<file path="src/rtl/cpu_consts.svh">
`ifndef CPU_CONSTS_SVH
`define CPU_CONSTS_SVH

// Datapath widths shared by the execute stage

// Operand and result width
`define DATA_W 16

// Program counter width
`define PC_W 32

// Register file index width, eight registers
`define RADDR_W 3

// Shift amount covers 0 to DATA_W-1
`define SHAMT_W 4

`endif

</file>
<file path="src/rtl/isa_pkg.sv">
package isa_pkg;

    // ALU operations decoded from the opcode field
    typedef enum logic [3:0] {
        ALU_NOP  = 4'd0,
        ALU_MOV  = 4'd1,
        ALU_ADD  = 4'd2,
        ALU_SUB  = 4'd3,
        ALU_AND  = 4'd4,
        ALU_OR   = 4'd5,
        ALU_NOT  = 4'd6,
        ALU_INC  = 4'd7,
        ALU_DEC  = 4'd8,
        ALU_SHL  = 4'd9,
        ALU_SHR  = 4'd10,
        ALU_SETC = 4'd11,
        ALU_CLRC = 4'd12
    } alu_op_e;

    // Jump conditions
    typedef enum logic [2:0] {
        JMP_NONE   = 3'd0,
        JMP_Z      = 3'd1,
        JMP_N      = 3'd2,
        JMP_C      = 3'd3,
        JMP_ALWAYS = 3'd4
    } jump_e;

    // Operand source, 2'b11 unused
    typedef enum logic [1:0] {
        FWD_REG    = 2'd0,
        FWD_EX_MEM = 2'd1,
        FWD_MEM_WB = 2'd2
    } fwd_sel_e;

    typedef struct packed {
        logic c; // Carry
        logic n; // Negative
        logic z; // Zero
    } flags_t;

endpackage

</file>
<file path="src/rtl/pipe_pkg.sv">
`include "cpu_consts.svh"

package pipe_pkg;

    // Decoded instruction held in the ID/EX register
    typedef struct packed {
        isa_pkg::alu_op_e     alu_op;
        isa_pkg::jump_e       jump;
        logic [`DATA_W-1:0]   rdest_data;
        logic [`DATA_W-1:0]   rsrc_data;
        logic [`RADDR_W-1:0]  rdest;
        logic [`RADDR_W-1:0]  rsrc;
        logic [`DATA_W-1:0]   imm;
        logic                 imm_sel;    // Immediate replaces op2
        logic [`SHAMT_W-1:0]  shamt;
        logic                 flag_en;
        logic                 flag_restore;
        logic                 reg_write;
        logic [1:0]           wb_sel;
        logic                 mem_read;
        logic                 mem_write;
        logic                 mem_push;
        logic                 mem_pop;
        logic                 outport_en;
        logic [`PC_W-1:0]     pc;
        logic [`PC_W-1:0]     pc_plus_one;
    } id_ex_t;

    // Write-back value fed back for forwarding
    typedef struct packed {
        logic                 reg_write;
        logic [`RADDR_W-1:0]  rdest;
        logic [`DATA_W-1:0]   data;
    } mem_wb_t;

    typedef struct packed {
        logic [`DATA_W-1:0]   result;
        logic [`DATA_W-1:0]   store_data;
        logic [`RADDR_W-1:0]  rdest;
        logic                 reg_write;
        logic [1:0]           wb_sel;
        logic                 mem_read;
        logic                 mem_write;
        logic                 mem_push;
        logic                 mem_pop;
        logic                 outport_en;
        logic [`PC_W-1:0]     pc;
        logic [`PC_W-1:0]     pc_plus_one;
    } ex_mem_t;

endpackage

</file>
<file path="src/rtl/alu.sv">
`timescale 1ns/1ns
`include "cpu_consts.svh"

module alu (
    input  pipe_pkg::id_ex_t   id_ex,
    input  isa_pkg::fwd_sel_e  src1_sel,
    input  isa_pkg::fwd_sel_e  src2_sel,
    input  logic [`DATA_W-1:0] ex_mem_result,
    input  logic [`DATA_W-1:0] mem_wb_data,
    input  logic               carry_in,
    output logic [`DATA_W-1:0] op1,
    output logic [`DATA_W-1:0] op2,
    output logic [`DATA_W-1:0] result,
    output isa_pkg::flags_t    alu_flags
);

    logic [`DATA_W-1:0] src2_fwd;

    // Operand muxes
    always_comb begin
        case (src1_sel)
            isa_pkg::FWD_EX_MEM: op1 = ex_mem_result;
            isa_pkg::FWD_MEM_WB: op1 = mem_wb_data;
            default:             op1 = id_ex.rdest_data;
        endcase

        case (src2_sel)
            isa_pkg::FWD_EX_MEM: src2_fwd = ex_mem_result;
            isa_pkg::FWD_MEM_WB: src2_fwd = mem_wb_data;
            default:             src2_fwd = id_ex.rsrc_data;
        endcase

        op2 = id_ex.imm_sel ? id_ex.imm : src2_fwd;
    end

    always_comb begin
        logic [`DATA_W:0] wide;
        logic             carry;

        wide  = '0;
        carry = carry_in;
        case (id_ex.alu_op)
            isa_pkg::ALU_MOV: wide[`DATA_W-1:0] = op2;
            isa_pkg::ALU_ADD: begin
                wide  = {1'b0, op1} + {1'b0, op2};
                carry = wide[`DATA_W];
            end
            isa_pkg::ALU_SUB: begin
                wide  = {1'b0, op1} - {1'b0, op2}; // Top bit is the borrow
                carry = wide[`DATA_W];
            end
            isa_pkg::ALU_AND: wide[`DATA_W-1:0] = op1 & op2;
            isa_pkg::ALU_OR:  wide[`DATA_W-1:0] = op1 | op2;
            isa_pkg::ALU_NOT: wide[`DATA_W-1:0] = ~op1;
            isa_pkg::ALU_INC: begin
                wide  = {1'b0, op1} + 1'b1;
                carry = wide[`DATA_W];
            end
            isa_pkg::ALU_DEC: begin
                wide  = {1'b0, op1} - 1'b1;
                carry = wide[`DATA_W];
            end
            isa_pkg::ALU_SHL: begin
                wide = {1'b0, op1} << id_ex.shamt;
                if (id_ex.shamt != '0) begin
                    carry = wide[`DATA_W]; // Last bit out of the top
                end
            end
            isa_pkg::ALU_SHR: begin
                {wide[`DATA_W-1:0], carry} = {op1, 1'b0} >> id_ex.shamt;
                if (id_ex.shamt == '0) begin
                    carry = carry_in;
                end
            end
            isa_pkg::ALU_SETC: begin
                wide[`DATA_W-1:0] = op1;
                carry = 1'b1;
            end
            isa_pkg::ALU_CLRC: begin
                wide[`DATA_W-1:0] = op1;
                carry = 1'b0;
            end
            default: wide[`DATA_W-1:0] = op1; // NOP passes op1
        endcase

        result      = wide[`DATA_W-1:0];
        alu_flags.c = carry;
        alu_flags.n = result[`DATA_W-1];
        alu_flags.z = (result == '0);
    end

endmodule

</file>
<file path="src/rtl/branch_controller.sv">
`timescale 1ns/1ns
`include "cpu_consts.svh"

module branch_controller (
    input  isa_pkg::jump_e     jump,
    input  isa_pkg::flags_t    flags,
    input  logic [`DATA_W-1:0] target,
    input  logic [`PC_W-1:0]   pc,
    output logic               branch_taken,
    output logic [`PC_W-1:0]   new_pc
);

    always_comb begin
        case (jump)
            isa_pkg::JMP_Z:      branch_taken = flags.z;
            isa_pkg::JMP_N:      branch_taken = flags.n;
            isa_pkg::JMP_C:      branch_taken = flags.c;
            isa_pkg::JMP_ALWAYS: branch_taken = 1'b1;
            default:             branch_taken = 1'b0;
        endcase
    end

    // Target is a signed register value
    assign new_pc = branch_taken
        ? {{(`PC_W-`DATA_W){target[`DATA_W-1]}}, target}
        : pc;

endmodule

</file>
<file path="src/rtl/execute_stage.sv">
`timescale 1ns/1ns
`include "cpu_consts.svh"

module execute_stage (
    input  logic               clk,
    input  logic               rst_n,
    input  pipe_pkg::id_ex_t   id_ex,
    input  pipe_pkg::mem_wb_t  mem_wb,
    input  isa_pkg::flags_t    popped_flags,
    output pipe_pkg::ex_mem_t  ex_mem,
    output isa_pkg::flags_t    flags,
    output logic               branch_taken,
    output logic [`PC_W-1:0]   new_pc
);

    isa_pkg::fwd_sel_e  src1_sel;
    isa_pkg::fwd_sel_e  src2_sel;
    logic [`DATA_W-1:0] op1;
    logic [`DATA_W-1:0] op2;
    logic [`DATA_W-1:0] result;
    isa_pkg::flags_t    alu_flags;
    pipe_pkg::ex_mem_t  ex_mem_d;

    forwarding_unit u_fwd (
        .rdest    (id_ex.rdest),
        .rsrc     (id_ex.rsrc),
        .ex_mem   (ex_mem),
        .mem_wb   (mem_wb),
        .src1_sel (src1_sel),
        .src2_sel (src2_sel)
    );

    alu u_alu (
        .id_ex         (id_ex),
        .src1_sel      (src1_sel),
        .src2_sel      (src2_sel),
        .ex_mem_result (ex_mem.result),
        .mem_wb_data   (mem_wb.data),
        .carry_in      (flags.c),
        .op1           (op1),
        .op2           (op2),
        .result        (result),
        .alu_flags     (alu_flags)
    );

    flag_register u_flags (
        .clk          (clk),
        .rst_n        (rst_n),
        .flag_en      (id_ex.flag_en),
        .flag_restore (id_ex.flag_restore),
        .alu_flags    (alu_flags),
        .popped_flags (popped_flags),
        .flags        (flags)
    );

    // Jump target is the forwarded destination register
    branch_controller u_branch (
        .jump         (id_ex.jump),
        .flags        (flags),
        .target       (op1),
        .pc           (id_ex.pc),
        .branch_taken (branch_taken),
        .new_pc       (new_pc)
    );

    always_comb begin
        ex_mem_d.result      = result;
        ex_mem_d.store_data  = op2;
        ex_mem_d.rdest       = id_ex.rdest;
        ex_mem_d.reg_write   = id_ex.reg_write;
        ex_mem_d.wb_sel      = id_ex.wb_sel;
        ex_mem_d.mem_read    = id_ex.mem_read;
        ex_mem_d.mem_write   = id_ex.mem_write;
        ex_mem_d.mem_push    = id_ex.mem_push;
        ex_mem_d.mem_pop     = id_ex.mem_pop;
        ex_mem_d.outport_en  = id_ex.outport_en;
        ex_mem_d.pc          = id_ex.pc;
        ex_mem_d.pc_plus_one = id_ex.pc_plus_one;
    end

    // EX/MEM register
    always_ff @(posedge clk or negedge rst_n) begin
        if (!rst_n) begin
            ex_mem <= '0;
        end else begin
            ex_mem <= ex_mem_d;
        end
    end

    // Memory stage takes one access per instruction
    property p_single_mem_access;
        @(posedge clk) disable iff (!rst_n)
        !(ex_mem.mem_read && ex_mem.mem_write);
    endproperty

    a_single_mem_access: assert property (p_single_mem_access)
        else $error("mem_read and mem_write both set in EX/MEM");

endmodule

</file>
<file path="src/rtl/flag_register.sv">
`timescale 1ns/1ns

module flag_register (
    input  logic            clk,
    input  logic            rst_n,
    input  logic            flag_en,
    input  logic            flag_restore,
    input  isa_pkg::flags_t alu_flags,
    input  isa_pkg::flags_t popped_flags,
    output isa_pkg::flags_t flags
);

    // Restore from the stack beats an ALU update
    always_ff @(posedge clk or negedge rst_n) begin
        if (!rst_n) begin
            flags <= '0;
        end else if (flag_restore) begin
            flags <= popped_flags;
        end else if (flag_en) begin
            flags <= alu_flags;
        end
    end

    // Flags hold across a cycle with no update request
    property p_flags_hold;
        @(posedge clk) disable iff (!rst_n)
        (!flag_en && !flag_restore) |=> $stable(flags);
    endproperty

    a_flags_hold: assert property (p_flags_hold)
        else $error("flags changed without flag_en or flag_restore");

endmodule

</file>
<file path="src/rtl/forwarding_unit.sv">
`timescale 1ns/1ns
`include "cpu_consts.svh"

module forwarding_unit (
    input  logic [`RADDR_W-1:0] rdest,
    input  logic [`RADDR_W-1:0] rsrc,
    input  pipe_pkg::ex_mem_t   ex_mem,
    input  pipe_pkg::mem_wb_t   mem_wb,
    output isa_pkg::fwd_sel_e   src1_sel,
    output isa_pkg::fwd_sel_e   src2_sel
);

    // Younger instruction in EX/MEM wins over the one in MEM/WB
    function automatic isa_pkg::fwd_sel_e pick_src(
        input logic [`RADDR_W-1:0] idx,
        input pipe_pkg::ex_mem_t   em,
        input pipe_pkg::mem_wb_t   mw
    );
        isa_pkg::fwd_sel_e sel;
        if (em.reg_write && em.rdest == idx) begin
            sel = isa_pkg::FWD_EX_MEM;
        end else if (mw.reg_write && mw.rdest == idx) begin
            sel = isa_pkg::FWD_MEM_WB;
        end else begin
            sel = isa_pkg::FWD_REG;
        end
        return sel;
    endfunction

    always_comb begin
        src1_sel = pick_src(rdest, ex_mem, mem_wb); // Destination operand
        src2_sel = pick_src(rsrc, ex_mem, mem_wb);  // Source operand
    end

endmodule

</file>
<file path="config.mk">
export PLATFORM = sky130hd
export DESIGN_NAME = execute_stage
export DESIGN_NICKNAME = d
export VERILOG_FILES = /design/src/rtl/isa_pkg.sv /design/src/rtl/pipe_pkg.sv /design/src/rtl/alu.sv /design/src/rtl/branch_controller.sv /design/src/rtl/execute_stage.sv /design/src/rtl/flag_register.sv /design/src/rtl/forwarding_unit.sv
export VERILOG_INCLUDE_DIRS = /design/src /design/src/rtl
export SDC_FILE = /design/constraint.sdc
export NUM_CORES = 1
export LEC_CHECK = 0
export ABC_AREA = 1
export BUFFER_PORTS_ARGS = -buffer_cell sky130_fd_sc_hd__buf_2
export CORE_UTILIZATION = 30
export CTS_CLUSTER_DIAMETER = 30
export DETAILED_ROUTE_END_ITERATION = 10
export HOLD_SLACK_MARGIN = 0.02
export PLACE_DENSITY_LB_ADDON = 0.25
export SYNTH_ARGS = -nofsm -noshare
export SYNTH_HDL_FRONTEND = slang
export SYNTH_SLANG_ARGS = --single-unit
export TNS_END_PERCENT = 10
</file>
<file path="constraint.sdc">
create_clock -name clk -period 5.8 [get_ports clk]
set_input_delay 1.16 -clock clk [delete_from_list [all_inputs] [get_ports clk]]
set_output_delay 1.16 -clock clk [all_outputs]
set_load 0.01 [all_outputs]
</file>
After elaboration in Yosys (flattened, before gate mapping)
Cells that the tools add are included.
{ "word_totals": {"register_bits": 110, "in_bits": 165, "word_cells": 75} }
{ "classes": {"n_addsub": 4, "n_eq_ne": 26, "shift": 2, "mux": 15, "n_bitwise": 3, "reduce_logical": 10} }
{ "op_table": {"columns": ["cell", "count"], "rows": [
  ["$pmux W16 S10", 1],
  ["$pmux W16 S2", 2],
  ["$mux W32", 1],
  ["$eq A4 B4 Y1 const B", 5],
  ["$add A16 B1 Y17 const B", 1],
  ["$add A16 B16 Y17", 1],
  ["$shl A16 B4 Y17", 1],
  ["$shr A17 B4 Y17", 1],
  ["$sub A16 B1 Y17 const B", 1],
  ["$sub A16 B16 Y17", 1],
  ["$and A16 B16 Y16", 1],
  ["$eq A4 B3 Y1 const B", 4],
  ["$logic_not A16 Y1", 1],
  ["$mux W16", 1],
  ["$not A16 Y16", 1],
  ["$or A16 B16 Y16", 1],
  ["$eq A3 B3 Y1", 4],
  ["$reduce_bool A9 Y1", 1],
  ["$eq A4 B2 Y1 const B", 2],
  ["$mux W2", 4],
  ["$pmux W1 S8", 1],
  ["$eq A3 B2 Y1 const B", 2],
  ["$mux W3", 2],
  ["$eq A2 B1 Y1 const B", 2],
  ["13 further kinds", 18]
]} }

Longest topological paths before layout
{ "logic_depth": {"word_depth": 12, "depth_mapped": 36, "mapped_depth_nobuf": 35} }

Hierarchy
From an unflattened synthesis, not the netlist that was laid out.
{ "hier_totals": {"hier_cells": 1628, "hier_area_um2": 10356.2} }
{ "modules_own_cells": {"columns": ["mod", "instances", "cells_per_inst", "area_each_um2", "seq_area_each_um2"], "rows": [
  ["alu", 1, 1343, 6736.5, 0.0],
  ["execute_stage", 1, 107, 2677.6, 2677.6],
  ["branch_controller", 1, 102, 573.0, 0.0],
  ["forwarding_unit", 1, 59, 231.5, 0.0],
  ["flag_register", 1, 17, 137.6, 75.1]
]} }

Least setup slack after synthesis
OpenSTA, ideal clock, no wires.
{ "synth_timing": {"kind": "input port to flip-flop", "from": "input mem_wb[16] in the netlist's numbering", "to": "register u_flags.flags[0] (netlist name)", "setup_time_ps": 65, "arrival_time_ps": 4342, "required_time_ps": 5735, "setup_slack_ps": 1393, "cell_stages": 30, "path_cell_list": "inv_2 > a21oi_1 > nand2_1 > nor2_1 > nand2_2 > inv_1 > buf_2 > nand2_1 > nand4_1 > o21ai_0 > inv_1 > ha_1 > inv_1 > fa_1 > nand3b_1 > nand2_1 > nand3_1 > nand2_1 > nand2_1 > nand2_1 > nand2_1 > o21ai_0 > a21oi_1 > o21ai_0 > o21ai_0 > inv_1 > nand4_1 > nor2_1 > nand3_1 > nand2_1"} }
{ "synth_between": {"elab_chain_cells": 12, "word_cells_on_any_way": 28} }
{ "synth_rtl": {"columns": ["element", "line", "rtl"], "rows": [
  ["start: declaration", "execute_stage.sv:8", "input pipe_pkg::mem_wb_t mem_wb,"],
  ["$eq A3 B3 Y1 (*)", "forwarding_unit.sv:22", "end else if (mw.reg_write && mw.rdest == idx) begin"],
  ["$logic_and A1 B1 Y1 (*)", "forwarding_unit.sv:22", null],
  ["$mux W2 (*)", "forwarding_unit.sv:22", null],
  ["$mux W2 (*)", "forwarding_unit.sv:20", "if (em.reg_write && em.rdest == idx) begin"],
  ["$eq A2 B2 Y1 / $eq A2 B1 Y1 (equally long branches)", "alu.sv:27", "case (src2_sel)"],
  ["$pmux W16 S2 (*)", "alu.sv:27", null],
  ["$mux W16 (*)", "alu.sv:33", "op2 = id_ex.imm_sel ? id_ex.imm : src2_fwd;"],
  ["via op2[0]", "execute_stage.sv:19", "logic [`DATA_W-1:0] op2;"],
  ["$sub A16 B16 Y17 / $add A16 B16 Y17 (equally long branches)", "alu.sv:49, alu.sv:45", null],
  ["$pmux W16 S10 (*)", "alu.sv:42", "case (id_ex.alu_op)"],
  ["via result[12]", "execute_stage.sv:20", "logic [`DATA_W-1:0] result;"],
  ["$logic_not A16 Y1 (*)", "alu.sv:89", "alu_flags.z = (result == '0);"],
  ["$mux W3 (*)", "flag_register.sv:19", "end else if (flag_en) begin"],
  ["$mux W3 (*)", "flag_register.sv:17", "end else if (flag_restore) begin"]
]} }
Mark *: on every way through the listed nets, which the timed path passes. The rest lies on a longest branch. The select of a mux whose other input is x is not followed.
A chain may end at the register's enable or synchronous reset.

Worst setup path in the final report
{ "layout_timing": {"from": "input id_ex[96] in the netlist's numbering", "to": "register u_flags.flags[0] (netlist name)"} }
{ "layout_between": {"elab_chain_cells": 12, "word_cells_on_any_way": 18} }
{ "layout_rtl": {"columns": ["element", "line", "rtl"], "rows": [
  ["start: declaration", "execute_stage.sv:7", "input pipe_pkg::id_ex_t id_ex,"],
  ["$eq A3 B3 Y1", "forwarding_unit.sv:22", null],
  ["$logic_and A1 B1 Y1", "forwarding_unit.sv:22", null],
  ["$mux W2", "forwarding_unit.sv:22", null],
  ["$mux W2 (*)", "forwarding_unit.sv:20", null],
  ["$eq A2 B2 Y1 / $eq A2 B1 Y1 (equally long branches)", "alu.sv:27", null],
  ["$pmux W16 S2 (*)", "alu.sv:27", null],
  ["$mux W16 (*)", "alu.sv:33", null],
  ["via op2[0]", "execute_stage.sv:19", null],
  ["$sub A16 B16 Y17 (tied with other cells)", "alu.sv:49", "wide = {1'b0, op1} - {1'b0, op2};"],
  ["$pmux W16 S10 (*)", "alu.sv:42", null],
  ["$logic_not A16 Y1 (*)", "alu.sv:89", null],
  ["$mux W3 (*)", "flag_register.sv:19", null],
  ["$mux W3 (*)", "flag_register.sv:17", null]
]} }
Marks and branches as above.

==> metrics.md <==
| Metric | Value |
|---|---|
| Final cell count without fillers | `2262` |
| Die Span X | `183 um` |
| Total chip power | `between 2 and 3 mW` |
| DPL Wire Length | `35600 um` |
| Worst Setup End Kind | `register` |
| Yosys reg bits | `110` |
| Cell Rows | `66` |
| Post-Syn Area per Cell | `6.47 um2` |
| Crit path top cell by count | `nand2_1` |
| Clk_skew | `0.0163 ns` |
| Async S/R FF share, synth | `100%` |
| Endpoints failing hold | `0` |
| Die area | `0.0336 mm2` |
| Nets@finish | `2031` |
| Num Clock Sinks | `110` |
| Fin. max-slew vios | `0` |
| Top-count cell post-synth | `nand2_1` |
| Global-route wire length before repair | `66300 um` |
| DR vias | `11700` |
| Via count of the first global-routing pass | `10900` |
| Num CTS Buffers | `9` |
| Slowest stage cell on the critical path | `fa_1` |
| Max-slew headroom | `23.9%` |
| Layout cell share with drive strength beyond 1 | `24.6%` |
| Worst Path Required | `6.11 ns` |
| Max VDD drop | `0.123 mV` |
| Top cells by count, synth | `nand2_1 (441), nand3_1 (203), inv_1 (154), nor2_1 (139), dfrtp_1 (110)` |
| Yosys cell types | `54` |
| GRT Total Usage | `26.2%` |
| Post-synth EDFFs | `0` |
| Period utilization | `between 80% and 90%` |
| LEAKAGE | `6.47 nW` |
| Synthesis Warnings | `0` |
| Max stage delay on crit path | `0.42 ns` |
| DR WL/cell | `19.8 um` |
| Setup WS post-layout | `0.598 ns` |
| GR Overflow Total | `0` |
| Ports | `308` |
| HP Class | `register to register` |
| DRC Markers | `0` |
| Post-CTS Setup Repair Bufs | `0` |
| MaxCap Viol Count | `0` |
| WS Path Type | `input pin to register` |
| Syn_nets | `1743` |
| Core area | `0.0325 mm2` |
| Register area share after synthesis | `about 28%` |
| Final setup TNS | `0 ns` |
| Antenna violations before repair | `0` |
| Run status | `finished clean` |
| Placed instance count | `2245` |
| Unrepaired setup endpoints after global routing | `false` |
| Pin count of the biggest net entering global routing | `51` |
| Vias per inst | `a little over 5` |
| Number of H-tree levels | `3` |
| Fill count | `about 3600` |
| Clock Pin Slew Worst Setup and Hold Paths | `0.08 ns` |
| Cell area after synthesis | `0.00988 mm2` |
| Final Util | `37.5%` |
| Synth top area share | `approximately 28%` |
| Worst EP arrival | `5.51 ns` |
| Synth area leader | `dfrtp_1` |
| Ranking of synthesized cells by area | `dfrtp_1 (28%), nand2_1 (17%), nand3_1 (10%), ha_1 (6.3%), inv_1 (5.9%)` |
| Iteration count of the initial detailed-routing pass | `5` |
| Initial DRC count | `1108` |
| Area grow syn2layout | `23.3%` |
| CTS Hold Buffers Added | `0` |
| Port Buffers | `~310` |
| CTS tree | `built` |
| Ys flop type | `dfrtp_1` |
| Clk root buf | `clkbuf_16` |
| Max clock buf depth | `2` |
| Post-layout min period | `5.20 ns` |
| Die Ht | `approximately 180 um` |
| Clock latency on the worst-skew pair | `0.38 ns` |
| Initial Util | `30.4%` |
| CP Launch Type | `input pin` |
| Design area | `0.0122 mm2` |
| Syn Inst Count | `roughly 1500` |
| Max FO, Critical Path | `18` |
| WHS | `0.540 ns` |
| Max Clk Rate | `192 MHz` |
| Placer Congestion | `0.963` |
| Pre-CTS setup slack | `0.314 ns` |
| Post-Route WL | `44800 um` |
| Final Setup Violations | `0` |
| Pwr/cell area | `224 mW/mm2` |
| Post-CTS resize count | `0` |
| Detail Route Antenna Nets | `0` |
| Cell Area, Placed | `0.0119 mm2` |
| Worst Max-Slew Pin Slew | `1.14 ns` |
path summary, 6_finish.rpt:
check,start,slack (ns),endpoint,cells past startpoint
hold / removal,u_flags.flags[2],0.54,u_flags.flags[2],2
setup / recovery,id_ex[96],0.60,u_flags.flags[0],34
min in group asynchronous,rst_n,0.69,ex_mem[77],1
max in group asynchronous,rst_n,4.12,ex_mem[39],2
setup reg to reg,ex_mem[73],1.08,u_flags.flags[0],31
hold reg to reg,u_flags.flags[2],0.54,u_flags.flags[2],2
report_power, final:
group	total, mW	switching [mW]	internal, mW	leakage, nW
registers	0.873	0.0473	0.826	1.29
logic	1.19	0.819	0.374	5.04
clock network	0.657	0.346	0.311	0.148
total	2.72	1.21	1.51	6.47
area by class of cell:
class	instances	area, um2	area share (%)
inverters	173	652	5.35
flip-flops and latches	110	2750	22.6
well taps	442	553	4.54
repair buffers	340	1790	14.7
diodes	1	2.50	0.0206
clock inverters	7	90.1	0.740
multi-input cells	1180	6110	50.2
clock buffers	9	225	1.85
cell families (layout without fill, tap and decap cells):
logic type | count (synthesis) | after routing | synth area share (%)
other cells | 0 | 1 | 0
flops | 110 | 110 | 27.9
simple gates | 924 | 924 | 43.2
xor+xnor | 6 | 6 | 0.532
buf+inv | 236 | 529 | 10.2
fa+ha+maj | 52 | 52 | 6.74
compound gates | 198 | 198 | 11.4
routing by layer:
| metal | vias up | global-route usage [%] | routed length (um) | part of all wire [%] |
|---|---|---|---|---|
| met5 | - | 0 | 0 | 0 |
| met4 | 0 | 8.57 | 1080 | 2.4 |
| met3 | 65 | 3.68 | 3600 | 8.0 |
| met2 | 545 | 43.2 | 21200 | 47 |
| met1 | 5516 | 35.1 | 19000 | 42 |
| li1 | 5557 | - | - | - |
flip-flops by register name, summed over array words and instances, names as in the netlist:
| name | cells |
|---|---|
| u_flags.flags | 3 |
| ex_mem | 107 |
cell usage in the layout, fill, tap and decap left out, drive strengths merged, types with 3 or more instances in the layout:
master,n
nand2,452
o211ai,5
inv,170
buf,340
o221ai,3
o21ai,84
clkinv,9
xor2,5
nor3,7
ha,50
a21boi,6
o22ai,7
a21o,3
clkbuf,9
a31oi,4
or2,15
nand3b,25
nor2,167
nand3,220
dfrtp,110
o21bai,6
a21oi,64
o2111ai,5
nand4,36
critical path: cells and delay by family:
family	cells	cell delay [ns]
compound gates	3	0.44
fa+ha+maj	2	0.65
buf+inv	7	0.78
simple gates	22	2.47
No activity file was read; power rests on OpenSTA's default activity.
